[src/verilog/soc_pkg.sv]
`default_nettype none

package soc_pkg;

    // bus geometry
    localparam int ADDR_W = 32;
    localparam int DATA_W = 32;
    localparam int SEL_W  = DATA_W / 8;

    // address map, 16 regions of 256 MB each
    localparam int REGION_LSB = 28;
    localparam logic [ADDR_W-REGION_LSB-1:0] REGION_RAM = 4'h0;  // stands in for ddr
    localparam logic [ADDR_W-REGION_LSB-1:0] REGION_LED = 4'h2;

    // word ram, index taken from adr[9:2]
    localparam int RAM_WORDS = 256;
    localparam int RAM_AW    = $clog2(RAM_WORDS);

    localparam int N_MASTERS = 2;

    // status display
    localparam int STATUS_ENTRIES = 8;
    localparam int STATUS_IDX_W   = $clog2(STATUS_ENTRIES);

    // entries 4..7, entry 4 is element 0
    localparam logic [3:0][7:0] STATUS_PATTERNS = {
        8'h0F,
        8'hF0,
        8'h55,
        8'hAA
    };

    // master to slave, wishbone classic
    typedef struct packed {
        logic              cyc;
        logic              stb;
        logic              we;
        logic [ADDR_W-1:0] adr;
        logic [DATA_W-1:0] dat;
        logic [SEL_W-1:0]  sel;
    } wb_req_t;

    // slave to master
    typedef struct packed {
        logic              ack;
        logic              err;
        logic [DATA_W-1:0] dat;  // valid with ack on reads
    } wb_rsp_t;

endpackage

`default_nettype wire

[src/verilog/wb_led_slave.sv]
`default_nettype none

module wb_led_slave (
    input  wire logic             sys_clk,
    input  wire logic             rst,
    input  wire soc_pkg::wb_req_t req,
    output soc_pkg::wb_rsp_t      rsp,
    output logic [31:0]           led_reg
);
    import soc_pkg::*;

    logic take;
    logic ack_q;

    // same register at every offset in the region
    assign take = req.cyc & req.stb & ~ack_q;

    always_ff @(posedge sys_clk) begin
        if (rst) begin
            ack_q <= 1'b0;
        end else begin
            ack_q <= take;
        end
    end

    always_ff @(posedge sys_clk) begin
        if (rst) begin
            led_reg <= '0;
        end else if (take && req.we) begin
            for (int b = 0; b < SEL_W; b++) begin
                if (req.sel[b]) begin
                    led_reg[8*b +: 8] <= req.dat[8*b +: 8];
                end
            end
        end
    end

    assign rsp.ack = ack_q;
    assign rsp.err = 1'b0;
    assign rsp.dat = led_reg;  // stable across the read, no capture needed

endmodule

`default_nettype wire

[config.mk]
export PLATFORM = sky130hd
export DESIGN_NAME = wb_led_slave
export DESIGN_NICKNAME = d
export VERILOG_FILES = /design/src/verilog/soc_pkg.sv /design/src/verilog/wb_led_slave.sv
export SDC_FILE = /design/constraint.sdc
export NUM_CORES = 1
export LEC_CHECK = 0
export ABC_AREA = 0
export BUFFER_PORTS_ARGS = -buffer_cell sky130_fd_sc_hd__clkbuf_2
export CORE_UTILIZATION = 40
export CTS_CLUSTER_DIAMETER = 120
export CTS_CLUSTER_SIZE = 40
export DETAILED_ROUTE_END_ITERATION = 8
export PLACE_DENSITY = 0.85
export SLEW_MARGIN = 20
export SYNTH_ARGS = -nofsm -noshare
export SYNTH_HDL_FRONTEND = slang
export SYNTH_SLANG_ARGS = --single-unit
[constraint.sdc]
create_clock -name sys_clk -period 1.6 [get_ports sys_clk]
set_clock_uncertainty 0.2 [all_clocks]
set_input_delay 0.16 -clock sys_clk [delete_from_list [all_inputs] [get_ports sys_clk]]
set_output_delay 0.16 -clock sys_clk [all_outputs]
set_load 0.1 [all_outputs]
### Word level (Yosys, flattened, before mapping)

Index checks and enable logic that the tools add are counted.

* output and inout port bits: 66
* register bits: 33
* bits of input ports: 73

* reductions and logical operators: 5
* bitwise logic cells: 3

Operators by type and width (count)
* AND reduction 2 bit: 4
* AND 1 bit: 2
* logical AND 1 bit: 1
* inverter 1 bit: 1

### Depth between registers and ports, before layout

Gate-level depths: netlist (run 1).

* depth after elaboration: 4
* mapped depth: 5
* depth with buffers taken out: 3

### Worst setup path before layout (run 1)

Ideal clock, no wire load.

* path kind: reg2out
* from: register led_reg[0]
* to: output rsp[0] in the netlist's numbering
* data required time: 1.240 ns
* stages on the path, launching flop included: 2
* data arrival time: 1.374 ns
* setup slack: -0.134 ns
* path buffers: 1
* path through: dfxtp_1 > buf_4

RTL lines
* from (decl): line wb_led_slave.sv:8 `output logic [31:0] led_reg`
* from (signal, indexed assignment): line wb_led_slave.sv:32 `led_reg[8*b +: 8] <= req.dat[8*b +: 8];`
* to (decl): line wb_led_slave.sv:7 `output soc_pkg::wb_rsp_t rsp,`

No word-level cell between the ends.

### Worst setup path in the final report (run 1)

* from: input req[69] in the netlist's numbering
* to: register led_reg[17]

* longest elaborated chain between the ends: 4

Ends and longest elaborated chain
* from (decl): line wb_led_slave.sv:6 `input wire soc_pkg::wb_req_t req,`
* AND 1 bit (2 in a row): line wb_led_slave.sv:16 `assign take = req.cyc & req.stb & ~ack_q;`
* logical AND 1 bit: line wb_led_slave.sv:29 `end else if (take && req.we) begin`
* AND reduction 2 bit (no line)

No other way between the ends.
A chain may end at the register's enable or synchronous reset.

==> reports/qor.yml, run 1 <==
sta:
  fin_tns_setup_ns: 0
  holdWs_ns: 0.0593
  finalSetupViolCount: 0
  setup_ws_ns: 0.0315
  max_slew.worst_pin.slew_ns: 0.553
  maxSlewHeadroom_pct: 63.3
  fin_crit_sh_pct: 98.0
  grt_setup_unrepaired: "no"
  period_needed_ns: 1.57
  max_clock_freq_mhz: 638
  slew_viol_final: 0
  hold_violations: 0
global_routing:
  grt_pass1_vias: 1596
  grt_pass1_wl_mm: 7.29
  grt_max_degree: 66
  track_usage_pct: 18.8
  grt.overflow.total: 0
  antenna_found_initial: 0
hold_path:
  min_from: "req[0]"
  min_path_type: "primary input to flop"
clocking:
  clock_latency_ns: 0.28
  cts.reportedPaths.clkPinSlew_ns: 0.07
  cts_root_buffer: "clkbuf_8"
  numCtsBuffers: 5
  cts-htree-levels: 2
  clk_path_buf_depth: 2
  numClockSinks: 33
  cts_tree: "done"
die:
  row_count: 24
  initial_core_util_pct: 42.1
  coreArea_mm2: 0.00438
  ioPinCount: 139
  die_area_mm2: 0.00489
  die_h_um: 69.9
  die_w_um: 69.9
logic_synthesis:
  syn-num-nets: 263
  syn-cell-area_mm2: 0.00185
  ys_seq_area_share_pct: 35.8
  avgSynthCellArea_um2: 9.72
  ys_ff_latch: 33
  synth.distinct_cells: 13
  synth_warnings: 0
  netlist_instances: 190
setup_path:
  setup.worst_path.start: "req[69]"
  cp.required_ns: 1.57
  cp.arrival_ns: 1.54
  crit_path_max_fanout: 12
  crit_type: "primary input to flop"
  max_stage_delay_ns: 0.54
  crit_chain: "dlygate4sd3_1, clkbuf_2, and4b_2, buf_12, and2_4, o21ai_2"
  r2r-start: "ack_q"
  cp_slowest_cell: "dlygate4sd3_1"
  end_kind: "flop"
  critical_path.top_delay_family: "buffers and inverters"
  cp-start-kind: "primary input"
  crit_buf_inv: 3
status:
  status: "completed"
layout:
  largest_reg_flops: 32
  final_cell_area_mm2: 0.00262
  final-instance-count-excl-fill: 342
  post-route-util_pct: 59.8
  area_delta_synth_final_pct: 42.0
  fin_nets: 362
  fill_cells: 383
  num_antenna_cells: 0
  drive_above_1_share_pct: 63.8
route:
  avgViaCountPerCell: 4.93
  drtAntennaViolNets: 0
  via_count: 1686
  dr.pass1.iters: 4
  drc_errors: 0
  avgRoutedWirePerCell_um: 13.4
  drt_iter0_drc: 75
  routed_wl_mm: 4.59
place:
  place.port_buffers: 105
  dp_hpwl_mm: 2.68
  post_dp_cell_area_mm2: 0.00216
  dp_slack_ns: 0.176
  dpl.cell_count: 298
  gp_congestion: 0.652
power_and_ir_drop:
  peakVddDrop_v: 0.000450
  p_per_area_mw_per_mm2: 757
  p_total_mw: 1.99
  p_leak_nw: 1.20
flow_run:
  max-cap-violations: 0
## synth_stat cells (all sizes together)
cell | count | area [µm²]
nand2 | 1 | 3.75
nand2b | 32 | 200
buf | 42 | 327
o21ai | 32 | 280
and2 | 4 | 35.0
nand4b | 32 | 280
and4b | 1 | 10.0
clkbuf | 11 | 41.3
dfxtp | 33 | 661
conb | 1 | 3.75
nor3 | 1 | 5.00
## worst paths after layout
kind | end | slack, ns | depth (start not counted)
worst min-delay path | led_reg[7] | 0.06 | 3
worst max-delay path | led_reg[17] | 0.03 | 6
worst min register to register | ack_q | 0.24 | 1
worst max register to register | led_reg[17] | 0.18 | 4
## power breakdown
| group | switching (mW) | internal, mW |
|---|---|---|
| logic | 0.360 | 0.166 |
| registers | 0.0130 | 0.842 |
| clock network | 0.296 | 0.309 |
| total | 0.669 | 1.32 |
## cell families after synthesis
group                  after synthesis  share of synthesized area (%)
DFF                                 33                           35.8
buffers and inverters               53                           19.9
and+or+nand+nor                     71                           28.9
AOI/OAI and AO/OA                   32                           15.2
other                                1                          0.203
## layout by cell type (no fill, tap or decap)
cell type	netlist	routed
clkbuf_2	0	105
dlygate4sd3_1	0	34
nand2b_1	32	32
nand4b_1	32	32
o21ai_2	32	32
dfxtp_2	0	32
clkbuf_8	0	5
and2_4	4	4
clkbuf_1	11	3
buf_4	34	2
buf_12	0	2
and4b_2	0	1
nand2_1	1	1
nor3_1	1	1
conb_1	1	1
dfxtp_1	33	1
clkbuf_16	0	1
buf_6	5	1
## per-layer routing
layer  vias to the layer above  global-route usage, %  share of wire, %
met1                       788                   20.2                40
met2                        67                   35.0                53
li1                        821                      -                 -
met5                         -                      0                 0
met4                         0                   7.33               2.3
met3                        10                   4.62               4.6
## cell type report
type                       count  area [µm²]  area share, %
clock buffer                   8        80.1           3.05
multi-input combinational    104         820           31.2
tap                           52        65.1           2.48
sequential                    33         701           26.7
timing repair buffer         145         957           36.5
## tightest hold or removal path, cell delays in order
cell	delay (ns)
clkbuf_2	0.16
nand4b_1	0.14
o21ai_2	0.05
## repair_timing
item | 4_1_cts | 5_1_grt
hold buffers | 34 | 0
hold endpoints to repair | 33 | 0
setup endpoints to repair | 0 | 32
gates resized for setup | 0 | 2
setup buffers | 0 | 1
Note: power is estimated with default switching activity, not from simulation.
==> inputs of run 2 (changes only) <==
==> constraint.sdc (replaced) <==
create_clock -name sys_clk -period 1.6 [get_ports sys_clk]
set_clock_uncertainty 0.2 [all_clocks]
set_input_delay 0.08 -clock sys_clk [delete_from_list [all_inputs] [get_ports sys_clk]]
set_output_delay 0.08 -clock sys_clk [all_outputs]
set_load 0.1 [all_outputs]
==> reports/qor.yml, run 2 (synthesis results as in run 1) <==
power_and_ir_drop:
  peakVddDrop_v: 0.000448  # was 0.000450 V
  p_leak_nw: 1.20  # about the same
  p_per_area_mw_per_mm2: 753  # was 757 mW/mm²
sta:
  period_needed_ns: 1.53  # was 1.57 ns
  grt_setup_unrepaired: "no"  # unchanged
  max_clock_freq_mhz: 653  # was 638 MHz
  setup_ws_ns: 0.0695  # was 0.0315 ns
  fin_tns_setup_ns: 0  # unchanged
  hold_violations: 0  # unchanged
  maxSlewHeadroom_pct: 63.2  # was 63.3%
  finalSetupViolCount: 0  # unchanged
  fin_crit_sh_pct: 95.7  # was 98.0%
  max_slew.worst_pin.slew_ns: 0.555  # was 0.553 ns
  slew_viol_final: 0  # unchanged
route:
  drc_errors: 0  # unchanged
  routed_wl_mm: 4.56  # was 4.59 mm
  dr.pass1.iters: 4  # unchanged
  drt_iter0_drc: 84  # was 75
  avgViaCountPerCell: 4.88  # was 4.93
  drtAntennaViolNets: 0  # unchanged
  via_count: 1678  # was 1686
  avgRoutedWirePerCell_um: 13.3  # was 13.4 µm
setup_path:
  crit_type: "primary input to flop"  # unchanged
  cp.arrival_ns: 1.54  # about the same
  cp_slowest_cell: "dlygate4sd3_1"  # unchanged
  max_stage_delay_ns: 0.53  # was 0.54 ns
  crit_chain: "dlygate4sd3_1, clkbuf_2, and4b_1, buf_12, buf_4, nand4b_1, o21ai_2"  # was dlygate4sd3_1, clkbuf_2, and4b_2, buf_12, and2_4, o21ai_2
  end_kind: "flop"  # unchanged
  crit_buf_inv: 4  # was 3
  cp-start-kind: "primary input"  # unchanged
  critical_path.top_delay_family: "buffers and inverters"  # unchanged
  cp.required_ns: 1.61  # was 1.57 ns
  crit_path_max_fanout: 23  # was 12
layout:
  num_antenna_cells: 0  # unchanged
  largest_reg_flops: 32  # unchanged
  area_delta_synth_final_pct: 42.1  # was 42.0%
  fin_nets: 364  # was 362
  drive_above_1_share_pct: 62.3  # was 63.8%
  final_common_cell: "clkbuf_2"  # unchanged
  final_cell_mix: "105 x clkbuf_2, 38 x dlygate4sd3_1"  # was 105 x clkbuf_2, 34 x dlygate4sd3_1
global_routing:
  grt.overflow.total: 0  # unchanged
  track_usage_pct: 19.1  # was 18.8%
  grt_max_degree: 66  # unchanged
  antenna_found_initial: 0  # unchanged
  grt_pass1_vias: 1642  # was 1596
  grt_pass1_wl_mm: 7.42  # was 7.29 mm
die:
  ioPinCount: 139  # unchanged
  row_count: 24  # unchanged
  initial_core_util_pct: 42.1  # unchanged
  coreArea_mm2: 0.00438  # unchanged
  die_h_um: 69.9  # unchanged
  die_area_mm2: 0.00489  # unchanged
  die_w_um: 69.9  # unchanged
clocking:
  clock_latency_ns: 0.28  # about the same
  cts_resized: 0  # unchanged
  cts-htree-levels: 2  # unchanged
  numClockSinks: 33  # unchanged
  cts_tree: "done"  # unchanged
  numCtsBuffers: 5  # unchanged
  post_cts_buffers: 0  # unchanged
  cts_root_buffer: "clkbuf_8"  # unchanged
  clk_path_buf_depth: 2  # unchanged
  cts.reportedPaths.clkPinSlew_ns: 0.07  # about the same
place:
  dp_hpwl_mm: 2.68  # unchanged
  gp_congestion: 0.652  # unchanged
  dp_slack_ns: 0.176  # unchanged
  place.port_buffers: 105  # unchanged
flow_run:
  max-cap-violations: 0  # unchanged
hold_path:
  min_path_type: "primary input to flop"  # unchanged
status:
  status: "completed"  # unchanged
-- run 2: per-stage QoR --
step	cells	util, %	instance area (µm²)	hold WS (ns)	total power [mW]
floorplan	190	-	1890	-0.00169	1.25
global placement	298	49.4	2160	0.0990	1.32
detailed placement	298	49.4	2160	0.110	1.32
CTS	344	59.9	2630	0.0457	1.99
global route	344	59.9	2630	0.0867	2.07
finish	344	59.9	2630	0.0752	1.98
-- run 2: layer usage --
metal	GRT usage (%)	vias up	share of wire [%]
met2	35.5	65	54
met3	4.62	9	4.7
li1	-	826	-
met1	20.7	778	39
met4	7.33	0	2.1
met5	0	-	0
-- run 2: worst min-delay path: stages --
cell and delay (ns):
clkbuf_2 0.11, buf_12 0.21, nor3_1 0.09
-- run 2: final timing paths --
| check | from | endpoint | slack (ns) | cells after the start |
|---|---|---|---|---|
| max | req[69] | led_reg[1] | 0.07 | 7 |
| min | rst | ack_q | 0.08 | 3 |
| max reg2reg | ack_q | led_reg[1] | 0.16 | 5 |
| min reg2reg | ack_q | ack_q | 0.26 | 1 |
-- run 2: report_power, final --
part | internal (mW) | leakage (nW) | switching, mW
Combinational | 0.166 | 0.874 | 0.361
Clock | 0.309 | 0.0395 | 0.288
Sequential | 0.842 | 0.283 | 0.0132
Total | 1.32 | 1.20 | 0.661
-- run 2: layout make-up --
type	instances	area (µm²)
fill	380	1760
timing repair buffer	147	961
multi-input combinational	104	818
sequential	33	701
clock buffer	8	80.1
tap	52	65.1
-- run 2: repair_timing --
action                     CTS  global route
setup endpoints to repair    0             0
hold buffers                38             0
hold endpoints to repair    33             0
==> inputs of run 3 (changes only) <==
--- a/config.mk
+++ b/config.mk
@@ -12,6 +12,7 @@
 export CTS_CLUSTER_SIZE = 40
 export DETAILED_ROUTE_END_ITERATION = 8
 export PLACE_DENSITY = 0.85
+export RECOVER_POWER = 50
 export SLEW_MARGIN = 20
 export SYNTH_ARGS = -nofsm -noshare
 export SYNTH_HDL_FRONTEND = slang
==> reports/qor.yml, run 3 (synthesis results as in run 1) <==
layout:
  fin_nets: 364  # unchanged
  area_delta_synth_final_pct: 40.3  # was 42.1%
  final_cell_mix: "105 x clkbuf_2, 38 x dlygate4sd3_1, 32 x nand2b_1, 32 x nand4b_1, 32 x o21ai_2"  # was 105 x clkbuf_2, 38 x dlygate4sd3_1
  final-instance-count-excl-fill: 344  # unchanged
  post-route-util_pct: 59.1  # was 59.9%
  drive_above_1_share_pct: 53.1  # was 62.3%
  final_common_cell: "clkbuf_2"  # unchanged
  num_antenna_cells: 0  # unchanged
  largest_reg_flops: 32  # unchanged
clocking:
  cts_resized: 0  # unchanged
  post_cts_buffers: 0  # unchanged
  clock_latency_ns: 0.28  # about the same
  numClockSinks: 33  # unchanged
  cts_root_buffer: "clkbuf_8"  # unchanged
  cts.reportedPaths.clkPinSlew_ns: 0.07  # about the same
  clk_path_buf_depth: 2  # unchanged
  cts-htree-levels: 2  # unchanged
  cts_tree: "done"  # unchanged
  cts_hold_buf: 38  # unchanged
  numCtsBuffers: 5  # unchanged
sta:
  slew_viol_final: 0  # unchanged
  max_clock_freq_mhz: 654  # was 653 MHz
  fin_tns_setup_ns: 0  # unchanged
  finalSetupViolCount: 0  # unchanged
  period_needed_ns: 1.53  # about the same
  grt_setup_unrepaired: "no"  # unchanged
  fin_crit_sh_pct: 95.5  # was 95.7%
  holdWs_ns: 0.0752  # unchanged
  max_slew.worst_pin.slew_ns: 0.556  # was 0.555 ns
  maxSlewHeadroom_pct: 63.1  # was 63.2%
  hold_violations: 0  # unchanged
route:
  drtAntennaViolNets: 0  # unchanged
  drc_errors: 0  # unchanged
  via_count: 1678  # unchanged
  routed_wl_mm: 4.56  # unchanged
  avgRoutedWirePerCell_um: 13.3  # unchanged
  avgViaCountPerCell: 4.88  # unchanged
  dr.pass1.iters: 4  # unchanged
  drt_iter0_drc: 84  # unchanged
place:
  gp_congestion: 0.652  # unchanged
  dpl.cell_count: 298  # unchanged
  place.port_buffers: 105  # unchanged
  dp_hpwl_mm: 2.68  # unchanged
power_and_ir_drop:
  combPwrFrac_pct: 26.6  # about the same
  p_sw_mw: 0.661  # unchanged
  p_seq_share_pct: 43.2  # about the same
  peakVddDrop_v: 0.000449  # was 0.000448 V
  p_leak_nw: 1.18  # was 1.20 nW
  clkPwrFrac_pct: 30.2  # about the same
  switching_share_pct: 33.5  # was 33.4%
  p_int_mw: 1.31  # was 1.32 mW
  p_per_area_mw_per_mm2: 762  # was 753 mW/mm²
setup_path:
  ff2ff_path_depth: 4  # was 5
  crit_path_max_fanout: 23  # unchanged
  cp-start-kind: "primary input"  # unchanged
  cp.arrival_ns: 1.50  # was 1.54 ns
  crit_type: "primary input to flop"  # unchanged
  reg2reg_setup_slack_ns: 0.16  # about the same
  cp.required_ns: 1.57  # was 1.61 ns
  end_kind: "flop"  # unchanged
global_routing:
  grtUsageMet3_pct: 4.62  # unchanged
  grt_pass1_vias: 1642  # unchanged
  met2_usage_pct: 35.5  # unchanged
  grt_max_degree: 66  # unchanged
  antenna_found_initial: 0  # unchanged
  top_usage_layer: "met2"  # unchanged
  grt_pass1_wl_mm: 7.42  # unchanged
  grt.overflow.total: 0  # unchanged
  grt_util_met1_pct: 20.7  # unchanged
  track_usage_pct: 19.1  # unchanged
status:
  status: "completed"  # unchanged
die:
  ioPinCount: 139  # unchanged
  die_w_um: 69.9  # unchanged
  initial_core_util_pct: 42.1  # unchanged
  row_count: 24  # unchanged
  die_area_mm2: 0.00489  # unchanged
  die_h_um: 69.9  # unchanged
  coreArea_mm2: 0.00438  # unchanged
hold_path:
  min_path_type: "primary input to flop"  # unchanged
  hold_path_depth: 3  # unchanged
flow_run:
  max-cap-violations: 0  # unchanged
==> run 3: routing by layer <==
layer / vias to the layer above / part of all wire, % / wire length, µm
li1: 826 / - / -
met1: 778 / 39 / 1790
met2: 65 / 54 / 2460
met3: 9 / 4.7 / 215
met4: 0 / 2.1 / 98
met5: - / 0 / 0
==> run 3: metrics by stage <==
| stage | instance area, µm² | setup WS [ns] | power, mW |
|---|---|---|---|
| 2_1_floorplan | 1890 | 0.288 | 1.25 |
| 3_3_place_gp | 2160 | 0.184 | 1.32 |
| 3_5_place_dp | 2160 | 0.176 | 1.32 |
| 4_1_cts | 2630 | 0.110 | 1.99 |
| 5_1_grt | 2590 | 0.0162 | 2.06 |
| 6_report | 2590 | 0.0716 | 1.98 |
==> run 3: critical path: stages <==
cell and delay, ns:
dlygate4sd3_1 0.53, clkbuf_2 0.13, and4b_1 0.25, buf_12 0.18, and2_4 0.25, o21ai_2 0.08
==> run 3: power groups by stage <==
stage / Sequential, mW / Clock [mW] / Combinational, mW
final: 0.853 / 0.596 / 0.526
after global routing: 0.855 / 0.662 / 0.547
after CTS: 0.855 / 0.619 / 0.521
after detailed placement: 0.873 / 0 / 0.449
after global placement: 0.872 / 0 / 0.447
after floorplan: 0.991 / 0 / 0.261
==> run 3: layout make-up <==
| cell class | count | area [µm²] |
|---|---|---|
| Clock buffer | 8 | 80.1 |
| Fill cell | 397 | 1790 |
| Multi-Input combinational cell | 104 | 818 |
| Sequential cell | 33 | 667 |
| Tap cell | 52 | 65.1 |
| Timing Repair Buffer | 147 | 961 |
==> run 3: path summary, 6_finish.rpt <==
path           start     endpoint
max reg2reg    ack_q  led_reg[22]
max          req[69]  led_reg[22]
min              rst        ack_q
min reg2reg    ack_q        ack_q
